--- config.mk ---
export PLATFORM = sky130hd
export DESIGN_NAME = decode_stage
export DESIGN_NICKNAME = d
export VERILOG_FILES = /design/src/rtl/decode_pkg.sv /design/src/rtl/decode_stage.sv /design/src/rtl/decode_exe_reg.sv /design/src/rtl/reg_file.sv /design/src/rtl/hazard_detector.sv /design/src/rtl/field_decoder.sv /design/src/rtl/decode_controller.sv
export VERILOG_INCLUDE_DIRS = /design/src /design/src/rtl
export SDC_FILE = /design/constraint.sdc
export NUM_CORES = 1
export LEC_CHECK = 0
export BUFFER_PORTS_ARGS = -buffer_cell sky130_fd_sc_hd__buf_2
export CELL_PAD_IN_SITES_DETAIL_PLACEMENT = 1
export CELL_PAD_IN_SITES_GLOBAL_PLACEMENT = 2
export CORE_ASPECT_RATIO = 0.7
export CORE_MARGIN = 3
export CORE_UTILIZATION = 30
export CTS_CLUSTER_DIAMETER = 120
export DETAILED_ROUTE_END_ITERATION = 10
export GPL_TIMING_DRIVEN = 0
export HOLD_SLACK_MARGIN = 0.1
export MAX_ROUTING_LAYER = met4
export PLACE_DENSITY = 0.71
export SLEW_MARGIN = 15
export SYNTH_ARGS = -nofsm -noshare
export SYNTH_HDL_FRONTEND = slang
export SYNTH_SLANG_ARGS = --single-unit
export TNS_END_PERCENT = 20
--- constraint.sdc ---
create_clock -name clk_i -period 11.6 [get_ports clk_i]
set_input_delay 1.16 -clock clk_i [delete_from_list [all_inputs] [get_ports clk_i]]
set_output_delay 1.16 -clock clk_i [all_outputs]
set_load 0.01 [all_outputs]
--- src/rtl/decode_settings.svh ---
`ifndef DECODE_SETTINGS_SVH
`define DECODE_SETTINGS_SVH

////////////////////////////////////////////////////////////////////////////
// decode stage widths
////////////////////////////////////////////////////////////////////////////

// data and instruction width
`define DEC_WORD 16

// register index width, sixteen registers
`define DEC_ADDR_W 4

// entries execute can buffer, also the credit count after reset
`define DEC_CREDITS 2

`endif
--- src/rtl/decode_pkg.sv ---
`default_nettype none

`include "decode_settings.svh"

package decode_pkg;

  ////////////////////////////////////////////////////////////////////////////
  // widths with a meaning
  ////////////////////////////////////////////////////////////////////////////

  typedef logic [`DEC_WORD-1:0]   word_t;
  typedef logic [`DEC_ADDR_W-1:0] reg_addr_t;

  // wide enough to hold 0..DEC_CREDITS
  typedef logic [$clog2(`DEC_CREDITS+1)-1:0] credit_cnt_t;

  ////////////////////////////////////////////////////////////////////////////
  // encodings
  ////////////////////////////////////////////////////////////////////////////

  // instr[15:12], codes above BEQZ decode as NOP
  typedef enum logic [3:0] {
    NOP  = 4'd0,
    ADD  = 4'd1,
    SUB  = 4'd2,
    AND  = 4'd3,
    OR   = 4'd4,
    ADDI = 4'd5,
    LD   = 4'd6,
    ST   = 4'd7,
    STP  = 4'd8,
    BEQZ = 4'd9
  } opcode_t;

  typedef enum logic [1:0] {
    ALU_ADD = 2'd0,
    ALU_SUB = 2'd1,
    ALU_AND = 2'd2,
    ALU_OR  = 2'd3
  } alu_op_t;

  // second state only while the rd+1 beat of a store pair is pending
  typedef enum logic {
    CTRL_SINGLE     = 1'b0,
    CTRL_STP_SECOND = 1'b1
  } ctrl_state_t;

endpackage

`default_nettype wire

--- src/rtl/decode_stage.sv ---
`timescale 1ns/1ns
`default_nettype none

module decode_stage (
  input  wire logic              clk_i,
  input  wire logic              rst_n_i,
  input  wire logic              valid_i,
  input  decode_pkg::word_t      instr_i,
  input  decode_pkg::word_t      pc_i,
  output logic                   stall_o,
  input  wire logic              flush_i,
  input  wire logic              credit_i,
  input  wire logic              wb_en_i,
  input  decode_pkg::reg_addr_t  wb_addr_i,
  input  decode_pkg::word_t      wb_data_i,
  output logic                   ex_valid_o,
  output decode_pkg::alu_op_t    ex_alu_op_o,
  output logic                   ex_alu_b_imm_o,
  output logic                   ex_mem_read_o,
  output logic                   ex_mem_write_o,
  output logic                   ex_reg_write_o,
  output logic                   ex_branch_o,
  output decode_pkg::reg_addr_t  ex_dest_o,
  output decode_pkg::reg_addr_t  ex_src1_o,
  output decode_pkg::reg_addr_t  ex_src2_o,
  output decode_pkg::word_t      ex_op1_o,
  output decode_pkg::word_t      ex_op2_o,
  output decode_pkg::word_t      ex_store_data_o,
  output decode_pkg::word_t      ex_imm_o,
  output decode_pkg::word_t      ex_pc_o
);

  import decode_pkg::*;

  ////////////////////////////////////////////////////////////////////////////
  // internal nets
  ////////////////////////////////////////////////////////////////////////////

  opcode_t   opcode;
  reg_addr_t rd;
  reg_addr_t rs1;
  reg_addr_t rs2;
  reg_addr_t rs3;
  word_t     imm;
  word_t     rd_data1;
  word_t     rd_data2;
  word_t     rd_data3;

  logic      hazard;
  logic      has_credit;
  logic      issue;
  alu_op_t   alu_op;
  logic      alu_b_imm;
  logic      mem_read;
  logic      mem_write;
  logic      reg_write;
  logic      branch;
  logic      override_en;
  reg_addr_t override_addr;

  // store data port reads rd, or rd+1 on the second STP beat
  assign rs3 = override_en ? override_addr : rd;

  field_decoder field_decoder_inst (
    .instr_i  (instr_i),
    .opcode_o (opcode),
    .rd_o     (rd),
    .rs1_o    (rs1),
    .rs2_o    (rs2),
    .imm_o    (imm)
  );

  decode_controller controller_inst (
    .clk_i           (clk_i),
    .rst_n_i         (rst_n_i),
    .valid_i         (valid_i),
    .opcode_i        (opcode),
    .rd_i            (rd),
    .hazard_i        (hazard),
    .has_credit_i    (has_credit),
    .flush_i         (flush_i),
    .issue_o         (issue),
    .stall_o         (stall_o),
    .alu_op_o        (alu_op),
    .alu_b_imm_o     (alu_b_imm),
    .mem_read_o      (mem_read),
    .mem_write_o     (mem_write),
    .reg_write_o     (reg_write),
    .branch_o        (branch),
    .override_en_o   (override_en),
    .override_addr_o (override_addr)
  );

  // stores read rs3, so only they check it against the load in execute
  hazard_detector hazard_detector_inst (
    .ex_valid_i    (ex_valid_o),
    .ex_mem_read_i (ex_mem_read_o),
    .ex_dest_i     (ex_dest_o),
    .rs1_i         (rs1),
    .rs2_i         (rs2),
    .rs3_i         (rs3),
    .uses_rs3_i    (mem_write),
    .hazard_o      (hazard)
  );

  reg_file reg_file_inst (
    .clk_i      (clk_i),
    .rst_n_i    (rst_n_i),
    .wb_en_i    (wb_en_i),
    .wb_addr_i  (wb_addr_i),
    .wb_data_i  (wb_data_i),
    .rd_addr1_i (rs1),
    .rd_addr2_i (rs2),
    .rd_addr3_i (rs3),
    .rd_data1_o (rd_data1),
    .rd_data2_o (rd_data2),
    .rd_data3_o (rd_data3)
  );

  decode_exe_reg decode_exe_reg_inst (
    .clk_i           (clk_i),
    .rst_n_i         (rst_n_i),
    .flush_i         (flush_i),
    .issue_i         (issue),
    .credit_i        (credit_i),
    .has_credit_o    (has_credit),
    .alu_op_i        (alu_op),
    .alu_b_imm_i     (alu_b_imm),
    .mem_read_i      (mem_read),
    .mem_write_i     (mem_write),
    .reg_write_i     (reg_write),
    .branch_i        (branch),
    .dest_i          (rd),
    .src1_i          (rs1),
    .src2_i          (rs2),
    .op1_i           (rd_data1),
    .op2_i           (rd_data2),
    .store_data_i    (rd_data3),
    .imm_i           (imm),
    .pc_i            (pc_i),
    .ex_valid_o      (ex_valid_o),
    .ex_alu_op_o     (ex_alu_op_o),
    .ex_alu_b_imm_o  (ex_alu_b_imm_o),
    .ex_mem_read_o   (ex_mem_read_o),
    .ex_mem_write_o  (ex_mem_write_o),
    .ex_reg_write_o  (ex_reg_write_o),
    .ex_branch_o     (ex_branch_o),
    .ex_dest_o       (ex_dest_o),
    .ex_src1_o       (ex_src1_o),
    .ex_src2_o       (ex_src2_o),
    .ex_op1_o        (ex_op1_o),
    .ex_op2_o        (ex_op2_o),
    .ex_store_data_o (ex_store_data_o),
    .ex_imm_o        (ex_imm_o),
    .ex_pc_o         (ex_pc_o)
  );

endmodule

`default_nettype wire

--- src/rtl/decode_exe_reg.sv ---
`timescale 1ns/1ns
`default_nettype none

`include "decode_settings.svh"

module decode_exe_reg (
  input  wire logic              clk_i,
  input  wire logic              rst_n_i,
  input  wire logic              flush_i,
  input  wire logic              issue_i,
  input  wire logic              credit_i,
  output logic                   has_credit_o,
  input  decode_pkg::alu_op_t    alu_op_i,
  input  wire logic              alu_b_imm_i,
  input  wire logic              mem_read_i,
  input  wire logic              mem_write_i,
  input  wire logic              reg_write_i,
  input  wire logic              branch_i,
  input  decode_pkg::reg_addr_t  dest_i,
  input  decode_pkg::reg_addr_t  src1_i,
  input  decode_pkg::reg_addr_t  src2_i,
  input  decode_pkg::word_t      op1_i,
  input  decode_pkg::word_t      op2_i,
  input  decode_pkg::word_t      store_data_i,
  input  decode_pkg::word_t      imm_i,
  input  decode_pkg::word_t      pc_i,
  output logic                   ex_valid_o,
  output decode_pkg::alu_op_t    ex_alu_op_o,
  output logic                   ex_alu_b_imm_o,
  output logic                   ex_mem_read_o,
  output logic                   ex_mem_write_o,
  output logic                   ex_reg_write_o,
  output logic                   ex_branch_o,
  output decode_pkg::reg_addr_t  ex_dest_o,
  output decode_pkg::reg_addr_t  ex_src1_o,
  output decode_pkg::reg_addr_t  ex_src2_o,
  output decode_pkg::word_t      ex_op1_o,
  output decode_pkg::word_t      ex_op2_o,
  output decode_pkg::word_t      ex_store_data_o,
  output decode_pkg::word_t      ex_imm_o,
  output decode_pkg::word_t      ex_pc_o
);

  import decode_pkg::*;

  credit_cnt_t credit_cnt;

  ////////////////////////////////////////////////////////////////////////////
  // credits
  ////////////////////////////////////////////////////////////////////////////

  // a credit coming back this cycle can be spent right away
  assign has_credit_o = (credit_cnt != '0) || credit_i;

  // flush leaves the count alone, execute still returns in-flight credits
  always_ff @(posedge clk_i) begin
    if (!rst_n_i) begin
      credit_cnt <= credit_cnt_t'(`DEC_CREDITS);
    end else begin
      case ({credit_i, issue_i})
        2'b10:   credit_cnt <= credit_cnt + credit_cnt_t'(1);
        2'b01:   credit_cnt <= credit_cnt - credit_cnt_t'(1);
        default: ;
      endcase
    end
  end

  ////////////////////////////////////////////////////////////////////////////
  // pipeline register
  ////////////////////////////////////////////////////////////////////////////

  // valid is a one-cycle pulse per issued beat
  always_ff @(posedge clk_i) begin
    if (!rst_n_i) begin
      ex_valid_o     <= 1'b0;
      ex_mem_read_o  <= 1'b0;
      ex_mem_write_o <= 1'b0;
      ex_reg_write_o <= 1'b0;
      ex_branch_o    <= 1'b0;
    end else begin
      ex_valid_o <= issue_i && !flush_i;
      if (issue_i) begin
        ex_mem_read_o  <= mem_read_i;
        ex_mem_write_o <= mem_write_i;
        ex_reg_write_o <= reg_write_i;
        ex_branch_o    <= branch_i;
      end
    end
  end

  always_ff @(posedge clk_i) begin
    if (issue_i) begin
      ex_alu_op_o     <= alu_op_i;
      ex_alu_b_imm_o  <= alu_b_imm_i;
      ex_dest_o       <= dest_i;
      ex_src1_o       <= src1_i;
      ex_src2_o       <= src2_i;
      ex_op1_o        <= op1_i;
      ex_op2_o        <= op2_i;
      ex_store_data_o <= store_data_i;
      ex_imm_o        <= imm_i;
      ex_pc_o         <= pc_i;
    end
  end

endmodule

`default_nettype wire

--- src/rtl/reg_file.sv ---
`timescale 1ns/1ns
`default_nettype none

`include "decode_settings.svh"

module reg_file (
  input  wire logic              clk_i,
  input  wire logic              rst_n_i,
  input  wire logic              wb_en_i,
  input  decode_pkg::reg_addr_t  wb_addr_i,
  input  decode_pkg::word_t      wb_data_i,
  input  decode_pkg::reg_addr_t  rd_addr1_i,
  input  decode_pkg::reg_addr_t  rd_addr2_i,
  input  decode_pkg::reg_addr_t  rd_addr3_i,
  output decode_pkg::word_t      rd_data1_o,
  output decode_pkg::word_t      rd_data2_o,
  output decode_pkg::word_t      rd_data3_o
);

  import decode_pkg::*;

  localparam int NUM_REGS = 1 << `DEC_ADDR_W;

  word_t regs [NUM_REGS];
  logic  wb_live;

  // writes to r0 are dropped
  assign wb_live = wb_en_i && (wb_addr_i != '0);

  always_ff @(posedge clk_i) begin
    if (!rst_n_i) begin
      for (int i = 0; i < NUM_REGS; i++) begin
        regs[i] <= '0;
      end
    end else if (wb_live) begin
      regs[wb_addr_i] <= wb_data_i;
    end
  end

  // writeback data wins on an address match
  function automatic word_t read_port(reg_addr_t addr);
    word_t data;
    if (addr == '0) data = '0;
    else if (wb_live && (wb_addr_i == addr)) data = wb_data_i;
    else data = regs[addr];
    return data;
  endfunction

  always_comb begin
    rd_data1_o = read_port(rd_addr1_i);
    rd_data2_o = read_port(rd_addr2_i);
    rd_data3_o = read_port(rd_addr3_i);
  end

endmodule

`default_nettype wire

--- src/rtl/hazard_detector.sv ---
`timescale 1ns/1ns
`default_nettype none

module hazard_detector (
  input  wire logic              ex_valid_i,
  input  wire logic              ex_mem_read_i,
  input  decode_pkg::reg_addr_t  ex_dest_i,
  input  decode_pkg::reg_addr_t  rs1_i,
  input  decode_pkg::reg_addr_t  rs2_i,
  input  decode_pkg::reg_addr_t  rs3_i,
  input  wire logic              uses_rs3_i,
  output logic                   hazard_o
);

  logic load_in_ex;
  logic src_match;

  // a load to r0 produces nothing anyone can wait for
  assign load_in_ex = ex_valid_i && ex_mem_read_i && (ex_dest_i != '0);

  // rs3 only counts when the store actually reads it
  assign src_match = (ex_dest_i == rs1_i)
                  || (ex_dest_i == rs2_i)
                  || (uses_rs3_i && (ex_dest_i == rs3_i));

  assign hazard_o = load_in_ex && src_match;

endmodule

`default_nettype wire

--- src/rtl/field_decoder.sv ---
`timescale 1ns/1ns
`default_nettype none

module field_decoder (
  input  decode_pkg::word_t      instr_i,
  output decode_pkg::opcode_t    opcode_o,
  output decode_pkg::reg_addr_t  rd_o,
  output decode_pkg::reg_addr_t  rs1_o,
  output decode_pkg::reg_addr_t  rs2_o,
  output decode_pkg::word_t      imm_o
);

  import decode_pkg::*;

  logic imm_form;

  // unused opcode space falls back to NOP
  assign opcode_o = (instr_i[15:12] <= 4'(BEQZ)) ? opcode_t'(instr_i[15:12]) : NOP;

  assign rd_o  = instr_i[11:8];
  assign rs1_o = instr_i[7:4];

  // bits 3..0 hold an immediate here, not a register
  assign imm_form = opcode_o inside {ADDI, LD, ST, STP, BEQZ};

  // r0 never matches a load destination, so no false hazard
  assign rs2_o = imm_form ? reg_addr_t'(0) : instr_i[3:0];

  assign imm_o = {{($bits(word_t)-4){instr_i[3]}}, instr_i[3:0]};

endmodule

`default_nettype wire

--- src/rtl/decode_controller.sv ---
`timescale 1ns/1ns
`default_nettype none

module decode_controller (
  input  wire logic                clk_i,
  input  wire logic                rst_n_i,
  input  wire logic                valid_i,
  input  decode_pkg::opcode_t      opcode_i,
  input  decode_pkg::reg_addr_t    rd_i,
  input  wire logic                hazard_i,
  input  wire logic                has_credit_i,
  input  wire logic                flush_i,
  output logic                     issue_o,
  output logic                     stall_o,
  output decode_pkg::alu_op_t      alu_op_o,
  output logic                     alu_b_imm_o,
  output logic                     mem_read_o,
  output logic                     mem_write_o,
  output logic                     reg_write_o,
  output logic                     branch_o,
  output logic                     override_en_o,
  output decode_pkg::reg_addr_t    override_addr_o
);

  import decode_pkg::*;

  ctrl_state_t state;
  logic        is_stp;
  logic        final_beat;

  ////////////////////////////////////////////////////////////////////////////
  // opcode table
  ////////////////////////////////////////////////////////////////////////////

  always_comb begin
    alu_op_o    = ALU_ADD;
    alu_b_imm_o = 1'b0;
    mem_read_o  = 1'b0;
    mem_write_o = 1'b0;
    reg_write_o = 1'b0;
    branch_o    = 1'b0;
    case (opcode_i)
      ADD: reg_write_o = 1'b1;
      SUB: begin
        alu_op_o    = ALU_SUB;
        reg_write_o = 1'b1;
      end
      AND: begin
        alu_op_o    = ALU_AND;
        reg_write_o = 1'b1;
      end
      OR: begin
        alu_op_o    = ALU_OR;
        reg_write_o = 1'b1;
      end
      ADDI: begin
        alu_b_imm_o = 1'b1;
        reg_write_o = 1'b1;
      end
      LD: begin
        alu_b_imm_o = 1'b1;
        mem_read_o  = 1'b1;
        reg_write_o = 1'b1;
      end
      // both beats of a store pair compute base plus immediate
      ST, STP: begin
        alu_b_imm_o = 1'b1;
        mem_write_o = 1'b1;
      end
      BEQZ: begin
        alu_op_o = ALU_SUB;
        branch_o = 1'b1;
      end
      default: ;
    endcase
  end

  ////////////////////////////////////////////////////////////////////////////
  // issue and stall
  ////////////////////////////////////////////////////////////////////////////

  assign is_stp     = (opcode_i == STP);
  assign final_beat = !is_stp || (state == CTRL_STP_SECOND);

  assign issue_o = valid_i && has_credit_i && !hazard_i && !flush_i;

  // fetch holds the instruction until its last beat has issued
  assign stall_o = valid_i && !(issue_o && final_beat);

  // second STP beat reads rd+1 through the source-3 port
  assign override_en_o   = (state == CTRL_STP_SECOND);
  assign override_addr_o = rd_i + reg_addr_t'(1);

  always_ff @(posedge clk_i) begin
    if (!rst_n_i) begin
      state <= CTRL_SINGLE;
    end else if (flush_i) begin
      state <= CTRL_SINGLE;
    end else if (issue_o) begin
      if (state == CTRL_SINGLE && is_stp) begin
        state <= CTRL_STP_SECOND;
      end else begin
        state <= CTRL_SINGLE;
      end
    end
  end

endmodule

`default_nettype wire

==> flow_summary.yaml, run 1 <==
worst_hold_path:
  hold_class: "flop to flop"
sta:
  maxSlewViolCount: 0
  rsz0062_at_grt: "no"
  setup_viol: 0
  relSlewSlack_pct: 17.9
  finalCritPeriodShare_pct: 43.0
  worst_pin_slew_ps: 1230
  hold_viol: 0
  finalCriticalPeriod_ps: 4990
  fin_skew_ps: 33.2
  fin_setup_tns_ps: 0
  clock.fmax_mhz: 200
floorplan:
  die_y_um: 224
  start_util_pct: 30.5
  fp.dieArea_um2: 71200
  die_w_um: 318
  io_pins: 159
  core-area_um2: 66800
  fp-row-count: 79
clocking:
  clk_latency_ps: 590
  cts_resized: 0
  cts_setup_buffers: 0
  cts_sinks: 347
  root_buffer: "clkbuf_16"
  tritoncts: "yes"
  clockBufferDepth: 3
  numCtsBuffers: 42
  cts.htree.levels: 2
  clk_pin_slew_ps: 60
  ctsHoldBuffers: 0
cells_and_area:
  fin_util_pct: 36.0
  drive_above_1_share_pct: 27.4
  final_nets: 1828
  n_fill_cell: 7152
  syn_to_final_growth_pct: 17.8
route:
  detail-route-antenna-nets: 0
  routed_wirelength_mm: 86.5
  drtIter0Drc: 2156
  dr.pass1.iters: 5
  drc: 0
  wl_per_cell_um: 32.1
  vias: 15545
  viasPerCell: 5.76
critical_path:
  crit_path_end_kind: "output pin"
  worst_ep_required_time_ps: 10440
  critical_path_class: "input pin to output pin"
  worstPathMaxFanout: 23
  cp-start-kind: "input pin"
  arrival_ps: 3830
yosys:
  synth_area_leader_cell: "edfxtp_1"
  yosys-top-cells-area: "edfxtp_1, mux4_2, and2_1, mux2i_1, nand2_1"
  synth_top_area_share_pct: 49.9
  ys_types: 75
  synth-seq-area-share_pct: 50.7
  netlist_area_um2: 20400
  ys.flop_type: "edfxtp_1"
  synth-async-reset-ratio_pct: 0
  synth_cells: 1536
  synth_common_cells: "edfxtp_1, and2_1, mux4_2, mux2i_1, nand2_1"
  avgSynthCellArea_um2: 13.3
  ys_seq_elements: 347
  ys_warn_count: 0
  synth_edf_count: 339
  yosysMostFrequentCell: "edfxtp_1"
global_route:
  antenna_found_initial: 6
  first_global_vias: 15625
  grt_usage_pct: 24.5
  grt_overflow: 0
  grt_max_degree: 28
  grt_pass1_wl_mm: 121
run_status:
  status: "finished clean"
power_and_ir_drop:
  p_leak_nw: 8.48
  power.density_nw_per_um2: 144
  vdd_drop_max_mv: 0.0962
place:
  port_buffers: 155
  dp_hpwl_mm: 66.5
  place_congestion: 0.967
job:
  max-cap-violations: 0
kinds of logic after synthesis:
logic type	share of synthesized area, %
other	0.0184
DFF	50.7
adders and majority gates	0.123
AOI/OAI and AO/OA	8.65
muxes	22.5
and+or+nand+nor	12.8
xor gates and xnor gates	1.55
buffers and inverters	3.67
state kept, by name, summed over array words and instances (netlist names):
signal and flops:
decode_exe_reg_inst.ex_src2_o 4, decode_exe_reg_inst.ex_store_data_o 16, controller_inst.override_en_o 1, decode_exe_reg_inst.ex_reg_write_o 1
decode_exe_reg_inst.ex_branch_o 1, reg_file_inst.regs 256, decode_exe_reg_inst.ex_src1_o 4, decode_exe_reg_inst.ex_alu_op_o 2
decode_exe_reg_inst.ex_mem_read_o 1, decode_exe_reg_inst.ex_dest_o 4, decode_exe_reg_inst.ex_pc_o 16, decode_exe_reg_inst.credit_cnt 2
decode_exe_reg_inst.ex_op1_o 16, decode_exe_reg_inst.ex_valid_o 1, decode_exe_reg_inst.ex_op2_o 16, decode_exe_reg_inst.ex_imm_o 4
decode_exe_reg_inst.ex_alu_b_imm_o 1, decode_exe_reg_inst.ex_mem_write_o 1
final cells by class:
class / instances / area (µm²) / area share, %
sequential: 347 / 10300 / 43.0
timing repair buffer: 173 / 1010 / 4.21
clock buffer: 47 / 1100 / 4.58
multi-input combinational: 1050 / 9450 / 39.3
inverter: 9 / 33.8 / 0.141
tap: 891 / 1110 / 4.64
buffer: 145 / 716 / 2.98
antenna: 5 / 12.5 / 0.0521
clock inverter: 30 / 251 / 1.05
power by group:
part           leakage (nW)  switching, mW  total (mW)  internal [mW]
combinational          4.52          0.381       0.604          0.223
clock                 0.660          0.567        1.32          0.755
sequential             3.29         0.0677        1.53           1.46
total                  8.48           1.02        3.46           2.44
routing by layer:
metal / wire length, µm / global-route usage [%] / part of all wire, %
met5: 0 / - / 0
met1: 37900 / 34.2 / 44
met4: 1870 / 5.76 / 2.2
met2: 35000 / 32.8 / 41
met3: 11700 / 10.2 / 14
metrics by stage:
stage	hold slack (ps)	power (mW)	cell area [µm²]	instances	setup slack, ps
2_1_floorplan	476	1.86	20400	1551	4100
3_3_place_gp	443	2.11	22300	2597	1460
3_5_place_dp	476	2.13	22600	2615	6630
4_1_cts	486	3.46	24000	2692	6610
5_1_grt	497	3.56	24000	2697	6360
6_report	476	3.46	24000	2697	6610
worst paths after layout:
check / from / endpoint / slack, ps / cells past startpoint
worst max register to register: controller_inst.override_en_o$_SDFFE_PP0P_ / decode_exe_reg_inst.ex_store_data_o[3]$_SDFFCE_PN0P_ / 8130 / 8
worst min-delay path: decode_exe_reg_inst.ex_branch_o$_SDFFE_PN0P_ / decode_exe_reg_inst.ex_branch_o$_SDFFE_PN0P_ / 480 / 2
worst max-delay path: instr_i[5] / stall_o / 6610 / 11
worst min register to register: decode_exe_reg_inst.ex_branch_o$_SDFFE_PN0P_ / decode_exe_reg_inst.ex_branch_o$_SDFFE_PN0P_ / 480 / 2
worst max-delay path, stage by stage:
cell,delay [ps]
buf_2,90
clkbuf_1,380
buf_2,470
xor2_1,190
nor4_1,70
a21oi_1,200
o21ai_1,200
nor2_4,550
buf_12,270
a21boi_1,80
buf_2,140
cells in the final DEF, fill, tap and decap left out, types with 7 or more instances in the layout:
cell         n
o21ai_2     13
buf_2      189
buf_6       19
a311oi_1    15
o21ai_1     17
mux4_2     144
o21ai_0     27
conb_1      16
xor2_1      14
buf_1       13
nand2_1    113
clkbuf_1    76
or3_1       19
a211oi_1    33
mux2_2      10
a2bb2oi_1   15
mux2i_1    120
dfxtp_1      8
o311ai_0     9
edfxtp_1   339
a21oi_1     61
nor2_1      46
a32oi_1      9
a32o_1      16
nand3_1     12
clkbuf_16   43
clkinv_2    11
buf_4       17
nand2b_1     7
xnor2_1     12
nor3_1       8
and2_1     240
clkinv_1     9
Power figures use the tool's default switching activity.
==> run 2: changes to the inputs <==
--- a/config.mk
+++ b/config.mk
@@ -17,7 +17,7 @@
 export GPL_TIMING_DRIVEN = 0
 export HOLD_SLACK_MARGIN = 0.1
 export MAX_ROUTING_LAYER = met4
-export PLACE_DENSITY = 0.71
+export PLACE_DENSITY = 0.73
 export SLEW_MARGIN = 15
 export SYNTH_ARGS = -nofsm -noshare
 export SYNTH_HDL_FRONTEND = slang
==> constraint.sdc (replaced) <==
create_clock -name clk_i -period 4.5 [get_ports clk_i]
set_input_delay 0.45 -clock clk_i [delete_from_list [all_inputs] [get_ports clk_i]]
set_output_delay 0.45 -clock clk_i [all_outputs]
set_load 0.01 [all_outputs]
==> flow_summary.yaml, run 2 (synthesis results as in run 1) <==
critical_path:
  slowest_stage: "a311oi_1"
  critical_path_class: "input pin to flop"
  worst_ep_required_time_ps: 4730
  path_cells: "dlygate4sd3_1, buf_2, buf_2, o211ai_2, inv_2, clkbuf_1, a211oi_1, a311oi_1, a21oi_1"
  cp-start-kind: "input pin"
  cp_common_cell: "buf_2"
  slowest_delay_ps: 1010
  arrival_ps: 4460
  worstPathMaxFanout: 10
  crit_path_end_kind: "flop"
cells_and_area:
  final_cell_mix: "edfxtp_1, and2_1, buf_2"
  final_common_cell: "edfxtp_1"
  drive_above_1_share_pct: 26.7
  fin_util_pct: 36.3
  largest_reg_flops: 256
  syn_to_final_growth_pct: 18.9
  final_nets: 1850
  n_fill_cell: 7153
  regMostFlops: "reg_file_inst.regs"
  diodes: 0
floorplan:
  core-area_um2: 66800
  io_pins: 159
  die_w_um: 318
  die_y_um: 224
  fp.dieArea_um2: 71200
  fp-row-count: 79
  start_util_pct: 30.5
place:
  dp_hpwl_mm: 66.3
  place_congestion: 0.968
  port_buffers: 155
route:
  dr.pass1.iters: 5
  detail-route-antenna-nets: 0
  drc: 0
  vias: 15747
  drtIter0Drc: 2310
  wl_per_cell_um: 31.8
  viasPerCell: 5.81
  routed_wirelength_mm: 86.2
global_route:
  met1_usage_pct: 35.0
  grt_overflow: 0
  first_global_vias: 15921
  grt_usage_pct: 24.4
  grt_pass1_wl_mm: 121
  grtUsageMet2_pct: 33.4
  grt_use_met3_pct: 8.22
  grt_max_degree: 31
  antenna_found_initial: 1
  busiest_layer: "met1"
sta:
  worst_pin_slew_ps: 1200
  setup_viol: 0
  hold_viol: 0
  rsz0062_at_grt: "no"
  relSlewSlack_pct: 19.9
  maxSlewViolCount: 0
  clock.fmax_mhz: 237
  finalCritPeriodShare_pct: 94.0
  fin_skew_ps: 30.9
  finalCriticalPeriod_ps: 4230
clocking:
  numCtsBuffers: 40
  clk_pin_slew_ps: 60
  cts_sinks: 347
  cts.htree.levels: 2
  tritoncts: "yes"
  clockBufferDepth: 3
  root_buffer: "clkbuf_16"
  clk_latency_ps: 590
power_and_ir_drop:
  power_frac_seq_pct: 43.9
  p_int_mw: 6.43
  switching_power_mw: 2.57
  comb_power_share_pct: 17.5
  swShare_pct: 28.5
  clkPwrFrac_pct: 38.7
  vdd_drop_max_mv: 0.195
  total_power_mw: 9.00
  p_leak_nw: 8.58
  power.density_nw_per_um2: 371
run_status:
  status: "finished clean"
worst_hold_path:
  hold_class: "input pin to flop"
job:
  max-cap-violations: 0
run 2: final cells by class:
type | instances | area (µm²) | share of cell area [%]
Inverter | 9 | 33.8 | 0.139
Multi-Input combinational cell | 1050 | 9450 | 39.0
Buffer | 145 | 716 | 2.95
Timing Repair Buffer | 197 | 1260 | 5.18
Sequential cell | 347 | 10300 | 42.6
Tap cell | 891 | 1110 | 4.60
Clock buffer | 46 | 1040 | 4.31
Clock inverter | 24 | 299 | 1.23
run 2: worst max-delay path: cells and delay by family:
kind	cells	cell delay [ps]
AOI/OAI and AO/OA	4	2020
buffers and inverters	5	1960
run 2: path summary, 6_finish.rpt:
kind / startpoint / endpoint / slack, ps / cells after the start
worst min register to register: decode_exe_reg_inst.ex_branch_o$_SDFFE_PN0P_ / decode_exe_reg_inst.ex_branch_o$_SDFFE_PN0P_ / 470 / 2
worst max-delay path: instr_i[1] / decode_exe_reg_inst.ex_op2_o[3]$_SDFFCE_PN0P_ / 270 / 9
worst max register to register: controller_inst.override_en_o$_SDFFE_PP0P_ / decode_exe_reg_inst.ex_store_data_o[4]$_SDFFCE_PN0P_ / 1000 / 8
worst min-delay path: instr_i[11] / decode_exe_reg_inst.ex_dest_o[3]$_DFFE_PP_ / 160 / 1
run 2: metrics by stage:
step | setup slack (ps) | instance area [µm²] | setup TNS, ps | hold slack, ps | instances
2_1_floorplan | 696 | 20500 | 0 | 476 | 1551
3_3_place_gp | -550 | 22300 | -1560 | 443 | 2597
3_5_place_dp | 469 | 22700 | 0 | 466 | 2615
4_1_cts | 453 | 24200 | 0 | 134 | 2709
5_1_grt | 159 | 24200 | 0 | 164 | 2709
6_report | 272 | 24200 | 0 | 164 | 2709
run 2: timing repair:
action	in CTS	in global routing
hold endpoints to repair	24	0
setup buffers	0	0
resized for setup	0	0
hold buffers	24	0
run 2: power groups by stage:
stage                     logic [mW]  clock network [mW]  registers [mW]
after floorplan                0.829                   0            3.95
after global placement          1.45                   0            3.99
after detailed placement        1.49                   0            4.00
after CTS                       1.52                3.52            3.94
after global routing            1.63                3.65            3.96
final                           1.57                3.48            3.95
run 2: layer usage:
layer	up-vias	routed length, µm
met5	-	0
met4	0	1540
met3	97	11200
met2	980	35800
met1	8219	37600
li1	6451	-
